File: config.mk
export PLATFORM = sky130hd
export DESIGN_NAME = sd_host
export DESIGN_NICKNAME = d
export VERILOG_FILES = /design/src/hw/sd_reg_pkg.sv /design/src/hw/sd_cmd_pkg.sv /design/src/hw/sd_crc7.sv /design/src/hw/sd_reg_decode.sv /design/src/hw/sd_cmd_serializer.sv /design/src/hw/sd_resp_capture.sv /design/src/hw/sd_host.sv
export VERILOG_INCLUDE_DIRS = /design/src /design/src/hw
export SDC_FILE = /design/constraint.sdc
export NUM_CORES = 1
export LEC_CHECK = 0
export BUFFER_PORTS_ARGS = -buffer_cell sky130_fd_sc_hd__buf_2
export CAP_MARGIN = 0
export CORE_ASPECT_RATIO = 0.75
export CORE_MARGIN = 2
export CORE_UTILIZATION = 27
export CTS_CLUSTER_SIZE = 30
export DETAILED_ROUTE_END_ITERATION = 10
export PLACE_DENSITY = 0.44
export SYNTH_ARGS = -nofsm -noshare
export SYNTH_HDL_FRONTEND = slang
export SYNTH_SLANG_ARGS = --single-unit
File: constraint.sdc
create_clock -name clk -period 2.23 [get_ports clk]
set_input_delay 0 -clock clk [delete_from_list [all_inputs] [get_ports clk]]
set_output_delay 0 -clock clk [all_outputs]
set_load 0.01 [all_outputs]
File: src/hw/sd_host_settings.svh
////////////////////////////////////////////////////////////
// SD host command path settings
// bus geometry, frame length, response timeout and the
// host register map
////////////////////////////////////////////////////////////
`ifndef SD_HOST_SETTINGS_SVH
`define SD_HOST_SETTINGS_SVH

// host bus
`define SD_ADDR_W 8
`define SD_DATA_W 32

// command / response frame
`define SD_ARG_W        32
`define SD_FRAME_LEN    48
`define SD_RESP_TIMEOUT 64   // cycles after tx_done

// register map
`define SD_ADDR_ARG    8'h08
`define SD_ADDR_CMD    8'h0C
`define SD_ADDR_RESP   8'h10
`define SD_ADDR_PSTATE 8'h24
`define SD_ADDR_NISR   8'h30
`define SD_ADDR_EISR   8'h34

`endif

File: src/hw/sd_reg_pkg.sv
////////////////////////////////////////////////////////////
// SD host register side types
// host bus request and the interrupt status fields
////////////////////////////////////////////////////////////
`include "sd_host_settings.svh"

package sd_reg_pkg;

   typedef logic [`SD_ADDR_W-1:0] reg_addr_t;
   typedef logic [`SD_DATA_W-1:0] reg_data_t;

   // one bus cycle from the host, 42 bits
   typedef struct packed {
      logic      wr_en;
      logic      rd_en;
      reg_addr_t addr;
      reg_data_t wr_data;
   } bus_req_t;

   // sticky status bits
   // cmd_complete lives in NISR, the errors in EISR
   typedef struct packed {
      logic cmd_complete;   // NISR[0]
      logic timeout_err;    // EISR[0]
      logic crc_err;        // EISR[1]
      logic index_err;      // EISR[2]
   } sd_status_t;

endpackage

File: src/hw/sd_cmd_pkg.sv
////////////////////////////////////////////////////////////
// SD host command side types
// command request, response result and FSM states
////////////////////////////////////////////////////////////
`include "sd_host_settings.svh"

package sd_cmd_pkg;

   typedef logic [5:0]           cmd_index_t;
   typedef logic [`SD_ARG_W-1:0] cmd_arg_t;
   typedef logic [6:0]           crc7_t;

   typedef enum logic [1:0] {
      RESP_NONE = 2'd0,
      RESP_48   = 2'd1
   } resp_type_e;

   // held stable by the decode block for the whole command
   typedef struct packed {
      cmd_index_t index;
      cmd_arg_t   arg;
      resp_type_e resp_type;
   } sd_cmd_req_t;

   // valid only in the resp_done cycle
   typedef struct packed {
      cmd_index_t index;
      cmd_arg_t   arg;
      logic       crc_ok;
      logic       index_ok;
      logic       timeout;
   } sd_resp_t;

   typedef enum logic {SER_IDLE, SER_SHIFT} ser_state_e;

   typedef enum logic [1:0] {CAP_IDLE, CAP_WAIT, CAP_RECV, CAP_DONE} cap_state_e;

endpackage

File: src/hw/sd_crc7.sv
////////////////////////////////////////////////////////////
// CRC7 generator, x^7 + x^3 + 1
// one bit per enabled cycle, MSB of the frame first
////////////////////////////////////////////////////////////
`timescale 1ns/1ps

module sd_crc7 import sd_cmd_pkg::*; (
   input  logic  clk,
   input  logic  arst_n,
   input  logic  clear,    // start of a new frame
   input  logic  bit_en,
   input  logic  bit_in,
   output crc7_t crc
);

   logic fb;

   assign fb = bit_in ^ crc[6];

   always_ff @(posedge clk or negedge arst_n) begin
      if (!arst_n)
         crc <= '0;
      else if (clear)
         crc <= '0;
      else if (bit_en)
         crc <= {crc[5:3], crc[2] ^ fb, crc[1:0], fb};   // tap at x^3
   end

endmodule

File: src/hw/sd_reg_decode.sv
////////////////////////////////////////////////////////////
// SD host register block
// bus decode, ARG/CMD/RESP/PSTATE/NISR/EISR, command start
// detection and the interrupt level
////////////////////////////////////////////////////////////
`timescale 1ns/1ps
`include "sd_host_settings.svh"

module sd_reg_decode import sd_reg_pkg::*, sd_cmd_pkg::*; (
   input  logic        clk,
   input  logic        arst_n,
   input  bus_req_t    bus,
   output reg_data_t   rd_data,
   output sd_cmd_req_t cmd_req,
   output logic        cmd_start,
   input  logic        resp_done,
   input  sd_resp_t    resp,
   output logic        irq
);

   logic       wr_arg;
   logic       wr_cmd;
   logic       wr_nisr;
   logic       wr_eisr;
   logic       start;
   logic       cmd_busy;
   cmd_arg_t   arg_q;
   cmd_arg_t   resp_q;
   sd_status_t status_q;
   sd_status_t status_set;
   sd_status_t status_clr;
   reg_data_t  rd_mux;

   assign wr_arg  = bus.wr_en && (bus.addr == `SD_ADDR_ARG);
   assign wr_cmd  = bus.wr_en && (bus.addr == `SD_ADDR_CMD);
   assign wr_nisr = bus.wr_en && (bus.addr == `SD_ADDR_NISR);
   assign wr_eisr = bus.wr_en && (bus.addr == `SD_ADDR_EISR);

   assign start = wr_cmd && bus.wr_data[15] && !cmd_busy;   // dropped while busy

   ////////////////////////////////////////////////////////////
   // host registers
   ////////////////////////////////////////////////////////////
   always_ff @(posedge clk or negedge arst_n) begin
      if (!arst_n) begin
         arg_q     <= '0;
         cmd_req   <= '0;
         cmd_start <= 1'b0;
         cmd_busy  <= 1'b0;
         resp_q    <= '0;
      end else begin
         cmd_start <= start;
         if (wr_arg)
            arg_q <= bus.wr_data;
         if (start) begin
            cmd_req.index     <= bus.wr_data[13:8];
            cmd_req.arg       <= arg_q;
            cmd_req.resp_type <= (bus.wr_data[1:0] == 2'b00) ? RESP_NONE : RESP_48;
            cmd_busy          <= 1'b1;
         end else if (resp_done) begin
            cmd_busy <= 1'b0;
         end
         if (resp_done)
            resp_q <= resp.arg;
      end
   end

   // results in, write-1-to-clear out
   always_comb begin
      status_set = '0;
      if (resp_done) begin
         status_set.cmd_complete = 1'b1;
         status_set.timeout_err  = resp.timeout;
         status_set.crc_err      = !resp.timeout && !resp.crc_ok;
         status_set.index_err    = !resp.timeout && !resp.index_ok;
      end
   end

   always_comb begin
      status_clr = '0;
      if (wr_nisr)
         status_clr.cmd_complete = bus.wr_data[0];
      if (wr_eisr) begin
         status_clr.timeout_err = bus.wr_data[0];
         status_clr.crc_err     = bus.wr_data[1];
         status_clr.index_err   = bus.wr_data[2];
      end
   end

   always_ff @(posedge clk or negedge arst_n) begin
      if (!arst_n)
         status_q <= '0;
      else
         status_q <= (status_q & ~status_clr) | status_set;   // new event wins
   end

   assign irq = |status_q;

   ////////////////////////////////////////////////////////////
   // read side
   ////////////////////////////////////////////////////////////
   always_comb begin
      case (bus.addr)
         `SD_ADDR_ARG:    rd_mux = reg_data_t'(arg_q);
         `SD_ADDR_CMD:    rd_mux = reg_data_t'({cmd_req.index, 6'h00, cmd_req.resp_type});
         `SD_ADDR_RESP:   rd_mux = reg_data_t'(resp_q);
         `SD_ADDR_PSTATE: rd_mux = reg_data_t'(cmd_busy);
         `SD_ADDR_NISR:   rd_mux = reg_data_t'(status_q.cmd_complete);
         `SD_ADDR_EISR:   rd_mux = reg_data_t'({status_q.index_err, status_q.crc_err,
                                                status_q.timeout_err});
         default:         rd_mux = '0;
      endcase
   end

   always_ff @(posedge clk or negedge arst_n) begin
      if (!arst_n)
         rd_data <= '0;
      else if (bus.rd_en)
         rd_data <= rd_mux;   // one cycle read latency
   end

   ////////////////////////////////////////////////////////////
   // checks
   ////////////////////////////////////////////////////////////
   // a second start while busy must neither reach the serializer nor disturb the request
   a_no_start_busy: assert property (
      @(posedge clk) disable iff (!arst_n)
      (wr_cmd && bus.wr_data[15] && cmd_busy) |=> !cmd_start && $stable(cmd_req)
   ) else $error("command register changed or cmd_start issued while busy");

endmodule

File: src/hw/sd_cmd_serializer.sv
////////////////////////////////////////////////////////////
// SD command serializer
// sends start, dir, index, arg, CRC7 and end bit on CMD
////////////////////////////////////////////////////////////
`timescale 1ns/1ps
`include "sd_host_settings.svh"

module sd_cmd_serializer import sd_cmd_pkg::*; (
   input  logic        clk,
   input  logic        arst_n,
   input  logic        cmd_start,
   input  sd_cmd_req_t cmd_req,
   output logic        cmd_to_card,
   output logic        cmd_to_card_oe,
   output logic        tx_done
);

   localparam int HDR_LEN = `SD_FRAME_LEN - 8;   // bits covered by the CRC

   ser_state_e          state;
   logic [5:0]          bit_cnt;
   logic [HDR_LEN-1:0]  hdr_q;      // header shift register
   logic [5:0]          crc_sel;
   logic                last_bit;
   logic                tx_pend;
   logic                crc_en;
   crc7_t               crc;

   assign last_bit = (state == SER_SHIFT) && (bit_cnt == 6'(`SD_FRAME_LEN - 1));
   assign crc_en   = (state == SER_SHIFT) && (bit_cnt < 6'(HDR_LEN));
   assign crc_sel  = 6'(HDR_LEN + 6) - bit_cnt;   // 6 down to 0 over the CRC field

   always_ff @(posedge clk or negedge arst_n) begin
      if (!arst_n) begin
         state   <= SER_IDLE;
         bit_cnt <= '0;
         tx_pend <= 1'b0;
         tx_done <= 1'b0;
      end else begin
         tx_pend <= last_bit;
         tx_done <= tx_pend;   // one cycle after oe drops
         case (state)
            SER_IDLE: begin
               bit_cnt <= '0;
               if (cmd_start)
                  state <= SER_SHIFT;
            end
            SER_SHIFT: begin
               bit_cnt <= bit_cnt + 6'd1;
               if (last_bit)
                  state <= SER_IDLE;
            end
            default: state <= SER_IDLE;
         endcase
      end
   end

   // payload, loaded at start
   always_ff @(posedge clk) begin
      if (state == SER_IDLE && cmd_start)
         hdr_q <= {1'b0, 1'b1, cmd_req.index, cmd_req.arg};
      else if (state == SER_SHIFT)
         hdr_q <= {hdr_q[HDR_LEN-2:0], 1'b0};
   end

   sd_crc7 crc7_inst (
      .clk    (clk),
      .arst_n (arst_n),
      .clear  (cmd_start),
      .bit_en (crc_en),
      .bit_in (hdr_q[HDR_LEN-1]),
      .crc    (crc)
   );

   ////////////////////////////////////////////////////////////
   // CMD line
   ////////////////////////////////////////////////////////////
   assign cmd_to_card_oe = (state == SER_SHIFT);

   always_comb begin
      if (state != SER_SHIFT)
         cmd_to_card = 1'b1;   // line idles high
      else if (bit_cnt < 6'(HDR_LEN))
         cmd_to_card = hdr_q[HDR_LEN-1];
      else if (!last_bit)
         cmd_to_card = crc[crc_sel[2:0]];
      else
         cmd_to_card = 1'b1;   // end bit
   end

   // oe is high for one whole frame, no gaps
   a_oe_frame: assert property (
      @(posedge clk) disable iff (!arst_n)
      $fell(cmd_to_card_oe) |-> $past(cmd_to_card_oe, `SD_FRAME_LEN) &&
                                !$past(cmd_to_card_oe, `SD_FRAME_LEN + 1)
   ) else $error("oe window is not one frame long");

endmodule

File: src/hw/sd_resp_capture.sv
////////////////////////////////////////////////////////////
// SD response capture
// waits for the start bit, shifts in 48 bits, checks CRC7
// and index, reports the result with resp_done
////////////////////////////////////////////////////////////
`timescale 1ns/1ps
`include "sd_host_settings.svh"

module sd_resp_capture import sd_cmd_pkg::*; (
   input  logic        clk,
   input  logic        arst_n,
   input  logic        tx_done,
   input  sd_cmd_req_t cmd_req,
   input  logic        cmd_from_card,
   output logic        resp_done,
   output sd_resp_t    resp
);

   localparam int TMO_W = $clog2(`SD_RESP_TIMEOUT + 1);

   cap_state_e                state;
   logic [TMO_W-1:0]          timer;
   logic [5:0]                bit_cnt;
   logic [`SD_FRAME_LEN-1:0]  frame_q;
   logic                      timeout_q;
   logic                      start_seen;
   logic                      crc_en;
   logic                      no_resp;
   crc7_t                     crc;

   assign start_seen = (state == CAP_WAIT) && !cmd_from_card;
   assign crc_en     = start_seen || ((state == CAP_RECV) && (bit_cnt < 6'(`SD_FRAME_LEN - 8)));

   ////////////////////////////////////////////////////////////
   // capture FSM
   ////////////////////////////////////////////////////////////
   always_ff @(posedge clk or negedge arst_n) begin
      if (!arst_n) begin
         state     <= CAP_IDLE;
         timer     <= '0;
         bit_cnt   <= '0;
         timeout_q <= 1'b0;
      end else begin
         case (state)
            CAP_IDLE: begin
               timer   <= '0;
               bit_cnt <= '0;
               if (tx_done) begin
                  timeout_q <= 1'b0;
                  state     <= (cmd_req.resp_type == RESP_NONE) ? CAP_DONE : CAP_WAIT;
               end
            end
            CAP_WAIT: begin
               if (start_seen) begin
                  bit_cnt <= 6'd1;   // start bit already in
                  state   <= CAP_RECV;
               end else if (timer == TMO_W'(`SD_RESP_TIMEOUT - 1)) begin
                  timeout_q <= 1'b1;   // card never answered
                  state     <= CAP_DONE;
               end else begin
                  timer <= timer + 1'b1;
               end
            end
            CAP_RECV: begin
               bit_cnt <= bit_cnt + 6'd1;
               if (bit_cnt == 6'(`SD_FRAME_LEN - 1))
                  state <= CAP_DONE;   // end bit sampled
            end
            CAP_DONE: state <= CAP_IDLE;
            default:  state <= CAP_IDLE;
         endcase
      end
   end

   // response bits, MSB first
   always_ff @(posedge clk) begin
      if (tx_done)
         frame_q <= '0;
      else if (start_seen || state == CAP_RECV)
         frame_q <= {frame_q[`SD_FRAME_LEN-2:0], cmd_from_card};
   end

   sd_crc7 crc7_inst (
      .clk    (clk),
      .arst_n (arst_n),
      .clear  (tx_done),
      .bit_en (crc_en),
      .bit_in (cmd_from_card),
      .crc    (crc)
   );

   ////////////////////////////////////////////////////////////
   // result
   ////////////////////////////////////////////////////////////
   assign no_resp   = (cmd_req.resp_type == RESP_NONE) || timeout_q;   // nothing to check
   assign resp_done = (state == CAP_DONE);

   always_comb begin
      resp.index    = frame_q[45:40];
      resp.arg      = frame_q[39:8];
      resp.crc_ok   = no_resp || (frame_q[7:1] == crc);
      resp.index_ok = no_resp || (frame_q[45:40] == cmd_req.index);
      resp.timeout  = timeout_q;
   end

   a_done_pulse: assert property (
      @(posedge clk) disable iff (!arst_n)
      resp_done |=> !resp_done
   ) else $error("resp_done wider than one cycle");

endmodule

File: src/hw/sd_host.sv
////////////////////////////////////////////////////////////
// SD host controller, command path top
// register decode, command serializer, response capture
////////////////////////////////////////////////////////////
`timescale 1ns/1ps

module sd_host import sd_reg_pkg::*, sd_cmd_pkg::*; (
   input  logic      clk,
   input  logic      arst_n,
   input  bus_req_t  bus,
   output reg_data_t rd_data,
   input  logic      cmd_from_card,
   output logic      cmd_to_card,
   output logic      cmd_to_card_oe,
   output logic      irq
);

   sd_cmd_req_t cmd_req;
   logic        cmd_start;
   logic        tx_done;
   logic        resp_done;
   sd_resp_t    resp;

   // decode
   sd_reg_decode decode_inst (
      .clk       (clk),
      .arst_n    (arst_n),
      .bus       (bus),
      .rd_data   (rd_data),
      .cmd_req   (cmd_req),
      .cmd_start (cmd_start),
      .resp_done (resp_done),
      .resp      (resp),
      .irq       (irq)
   );

   // execute
   sd_cmd_serializer serializer_inst (
      .clk            (clk),
      .arst_n         (arst_n),
      .cmd_start      (cmd_start),
      .cmd_req        (cmd_req),
      .cmd_to_card    (cmd_to_card),
      .cmd_to_card_oe (cmd_to_card_oe),
      .tx_done        (tx_done)
   );

   // result
   sd_resp_capture capture_inst (
      .clk           (clk),
      .arst_n        (arst_n),
      .tx_done       (tx_done),
      .cmd_req       (cmd_req),
      .cmd_from_card (cmd_from_card),
      .resp_done     (resp_done),
      .resp          (resp)
   );

endmodule

==> metrics.md <==
| Metric | Value |
|---|---|
| Worst rel slew slack | between 50% and 60% |
| Leading cell type in the layout, fill and taps excluded | dfrtp_1 |
| Worst VDD drop | 0.497 mV |
| Worst Tran Pin Value | ~0.64 ns |
| Drt wl/cell | between 15 and 20 um |
| DP HPWL | 16.4 mm |
| Number of global-route vias before repair | ~7400 |
| Ys Warns | 0 |
| First-pass iteration count of the detailed router | 4 |
| Syn nets | between 900 and 1000 |
| RSZ-0062 raised after global routing | true |
| Synth top area cells | dfrtp_1 40%, mux2_2 11%, edfxtp_1 10%, dfxtp_1 8.6%, mux2_4 5.0% |
| Syn_area_per_cell | roughly 12 um2 |
| Dpl cells | 1500 |
| Layout cells sized above 1 | 28.9% |
| Hold Path Class | input pin to asynchronous set/reset pin |
| CP Capture Type | output port |
| Ys async rst share | between 60% and 70% |
| Max clock buf depth | 3 |
| Final Power | about 11 mW |
| IO Pins | 80 |
| Fin area | 0.0138 mm2 |
| Core area | between 0.04 and 0.05 mm2 |
| Global placer's final weighted congestion | 0.715 |
| CTS buffer count | 30 |
| Min cycle time layout | ~2.3 ns |
| Fillers | between 4000 and 5000 |
| Leak | between 6 and 7 nW |
| Power Density | between 700 and 800 mW/mm2 |
| Final hold vios | 0 |
| Max Freq | ~440 MHz |
| Clk pin slew, worst setup/hold paths | around 0.06 ns |
| Worst-path maximum fanout | 2 |
| Syn Std Cell Area | about 0.011 mm2 |
| Commonest non-fill, non-tap cells in the layout | 179 x dfrtp_1, 122 x nand2_1, 110 x mux2_2 |
| Flops & latches, synth | 266 |
| # port buffers | 79 |
| CP Class | flip-flop to output port |
| Failing checks | setup timing |
| # diodes | 0 |
| Initial core utilization | 27.3% |
| Period utilisation layout | 102% |
| Chip width | roughly 240 um |
| DR vias/cell | 4.53 |
| Clk sinks | ~270 |
| Clk_skew | around 0.0081 ns |
| Residual DRC | 0 |
| Setup Viol. Count Final | 1 |
| Root buf cell | clkbuf_16 |
| Largest net degree at the start of global routing | 68 |
| Fin cells | about 1600 |
| CP Launch Type | flip-flop |
| GR Overflow Total | 0 |
| Seq/Total Area, Yosys | between 50% and 60% |
| Die area | ~0.043 mm2 |
| H-tree depth | 1 |
| Latest clock arrival within the worst-skew pair | approximately 0.55 ns |
| Die extent in y | between 150 and 200 um |
| Routed WL | roughly 27 mm |
| Final-stage net count | around 1100 |
| Area delta synth->final | 23.6% |
| Status | finished, violations left |
| Area leader, netlist | dfrtp_1 |
| Main synth FF type | dfrtp_1 |
| GRT Util Overall | between 10% and 20% |
| Initial antenna violation count | 0 |
| Post-synth EDFFs | 38 |
| Worst path arrival time | ~2.3 ns |
| Final WS setup | -0.0540 ns |
| First-pass GRT wire length | 43.2 mm |
| Final ANT Viol Nets | 0 |
| Cell variety after synth | 57 |
| Slew Viols, Final | 0 |
| Via count | 7269 |
| CTS tree | built |
| Iteration-0 DRC Markers | about 400 |
| Max cap viols | 0 |
| Synth Instances | roughly 900 |
| DP Area | around 0.012 mm2 |
| CP required | roughly 2.2 ns |
| Share of the synthesized area in the top cell type | between 40% and 50% |
| Number of core rows | 64 |
==> kinds of logic (layout without fill, tap and decap cells) <==
| kind of cell | Yosys count | count (layout) | synth area share [%] |
|---|---|---|---|
| flops | 266 | 266 | 59.3 |
| mux | 153 | 153 | 16.8 |
| xor+xnor | 22 | 22 | 1.73 |
| buf+inv | 62 | 214 | 2.42 |
| compound gates | 171 | 171 | 9.16 |
| simple gates | 240 | 240 | 9.64 |
| fa+ha+maj | 9 | 9 | 1.01 |
==> per-layer routing <==
layer  part of all wire [%]  vias up  track usage, %  routed length, um
met4                    1.6        0            2.70                423
met3                    3.8       34            2.40               1000
li1                       -     3534               -                  -
met1                     51     3607            18.8              13600
met5                      0        -               0                  0
met2                     44       94            18.9              11700
==> flip-flops by register name (all words and copies together), names as in the netlist <==
register                        flops
capture_inst.frame_q               46
serializer_inst.hdr_q              40
decode_inst.cmd_req                39
decode_inst.arg_q                  32
decode_inst.rd_data                32
decode_inst.resp_q                 32
capture_inst.crc7_inst.crc          7
capture_inst.timer                  7
serializer_inst.crc7_inst.crc       7
capture_inst.bit_cnt                6
serializer_inst.bit_cnt             6
decode_inst.status_q                4
capture_inst.state                  2
capture_inst.timeout_q              1
decode_inst.cmd_busy                1
decode_inst.cmd_start               1
serializer_inst.cmd_to_card_oe      1
serializer_inst.tx_done             1
serializer_inst.tx_pend             1
==> final timing paths <==
check                                           start  slack, ns                            end  cells after the start
max                        serializer_inst.bit_cnt[1]      -0.05                    cmd_to_card                      6
min                                            arst_n       0.04  capture_inst.crc7_inst.crc[0]                      2
max reg2reg                     capture_inst.timer[0]       0.30          capture_inst.timer[4]                      5
min reg2reg                   serializer_inst.tx_pend       0.35        serializer_inst.tx_done                      0
max in group asynchronous                      arst_n       1.43         decode_inst.rd_data[3]                      3
min in group clk                              bus[36]       0.07        decode_inst.status_q[2]                      6
==> stage by stage <==
stage               setup TNS, ns  setup WS [ns]  utilization [%]  hold slack (ns)
floorplan                       0          0.307                -           -0.296
global placement                0          0.172             30.2           0.0753
detailed placement              0          0.149             30.2           0.0808
CTS                        -0.103         -0.103             33.8           0.0398
global route               -0.161         -0.161             33.8           0.0828
finish                    -0.0540        -0.0540             33.8           0.0418
==> cells in the mapped netlist (3+ instances only) <==
master and count:
buf_2 6, a21o_1 4, clkbuf_1 37, nor3_1 8, nor2b_1 4, a22oi_1 31, a31oi_1 3, nand2b_1 11
dfrtp_1 180, and2_1 6, dfxtp_1 48, buf_6 4, nand4_1 4, nor2_1 46, nand3_1 21, a21oi_1 85
mux2_4 37, nor4_1 3, buf_1 5, o21ai_0 26, edfxtp_1 38, mux2i_1 4, or4_1 3, ha_1 9
nand2_1 122, xor2_1 8, mux2_2 110, xnor2_1 14, inv_1 10
==> what timing repair did <==
action / in CTS / in global routing
resized for setup: 3 / 0
endpoints found under the hold margin: 216 / 0
pin swaps: 2 / 0
endpoints found under the setup margin: 1 / 1
hold buffers: 45 / 0
setup buffers: 2 / 0
==> critical path, stage by stage (launching register included) <==
cell     delay, ns
dfrtp_2       0.43
ha_4          0.28
mux4_2        0.48
nand2_1       0.06
o21ai_1       0.06
o32a_1        0.29
buf_2         0.14
==> report_power, final <==
group | total (mW) | internal, mW | switching, mW
sequential | 5.13 | 5.04 | 0.0897
combinational | 0.510 | 0.241 | 0.269
clock | 4.96 | 3.00 | 1.96
==> cell type report <==
class	instances	area [um2]	share of cell area, %
timing repair buffer	148	1160	8.42
sequential	266	6610	48.0
clock inverter	12	110	0.799
multi-input combinational	595	4310	31.3
tap	528	661	4.79
clock buffer	44	896	6.50
inverter	10	37.5	0.272
Note: power is estimated with default switching activity, not from simulation.
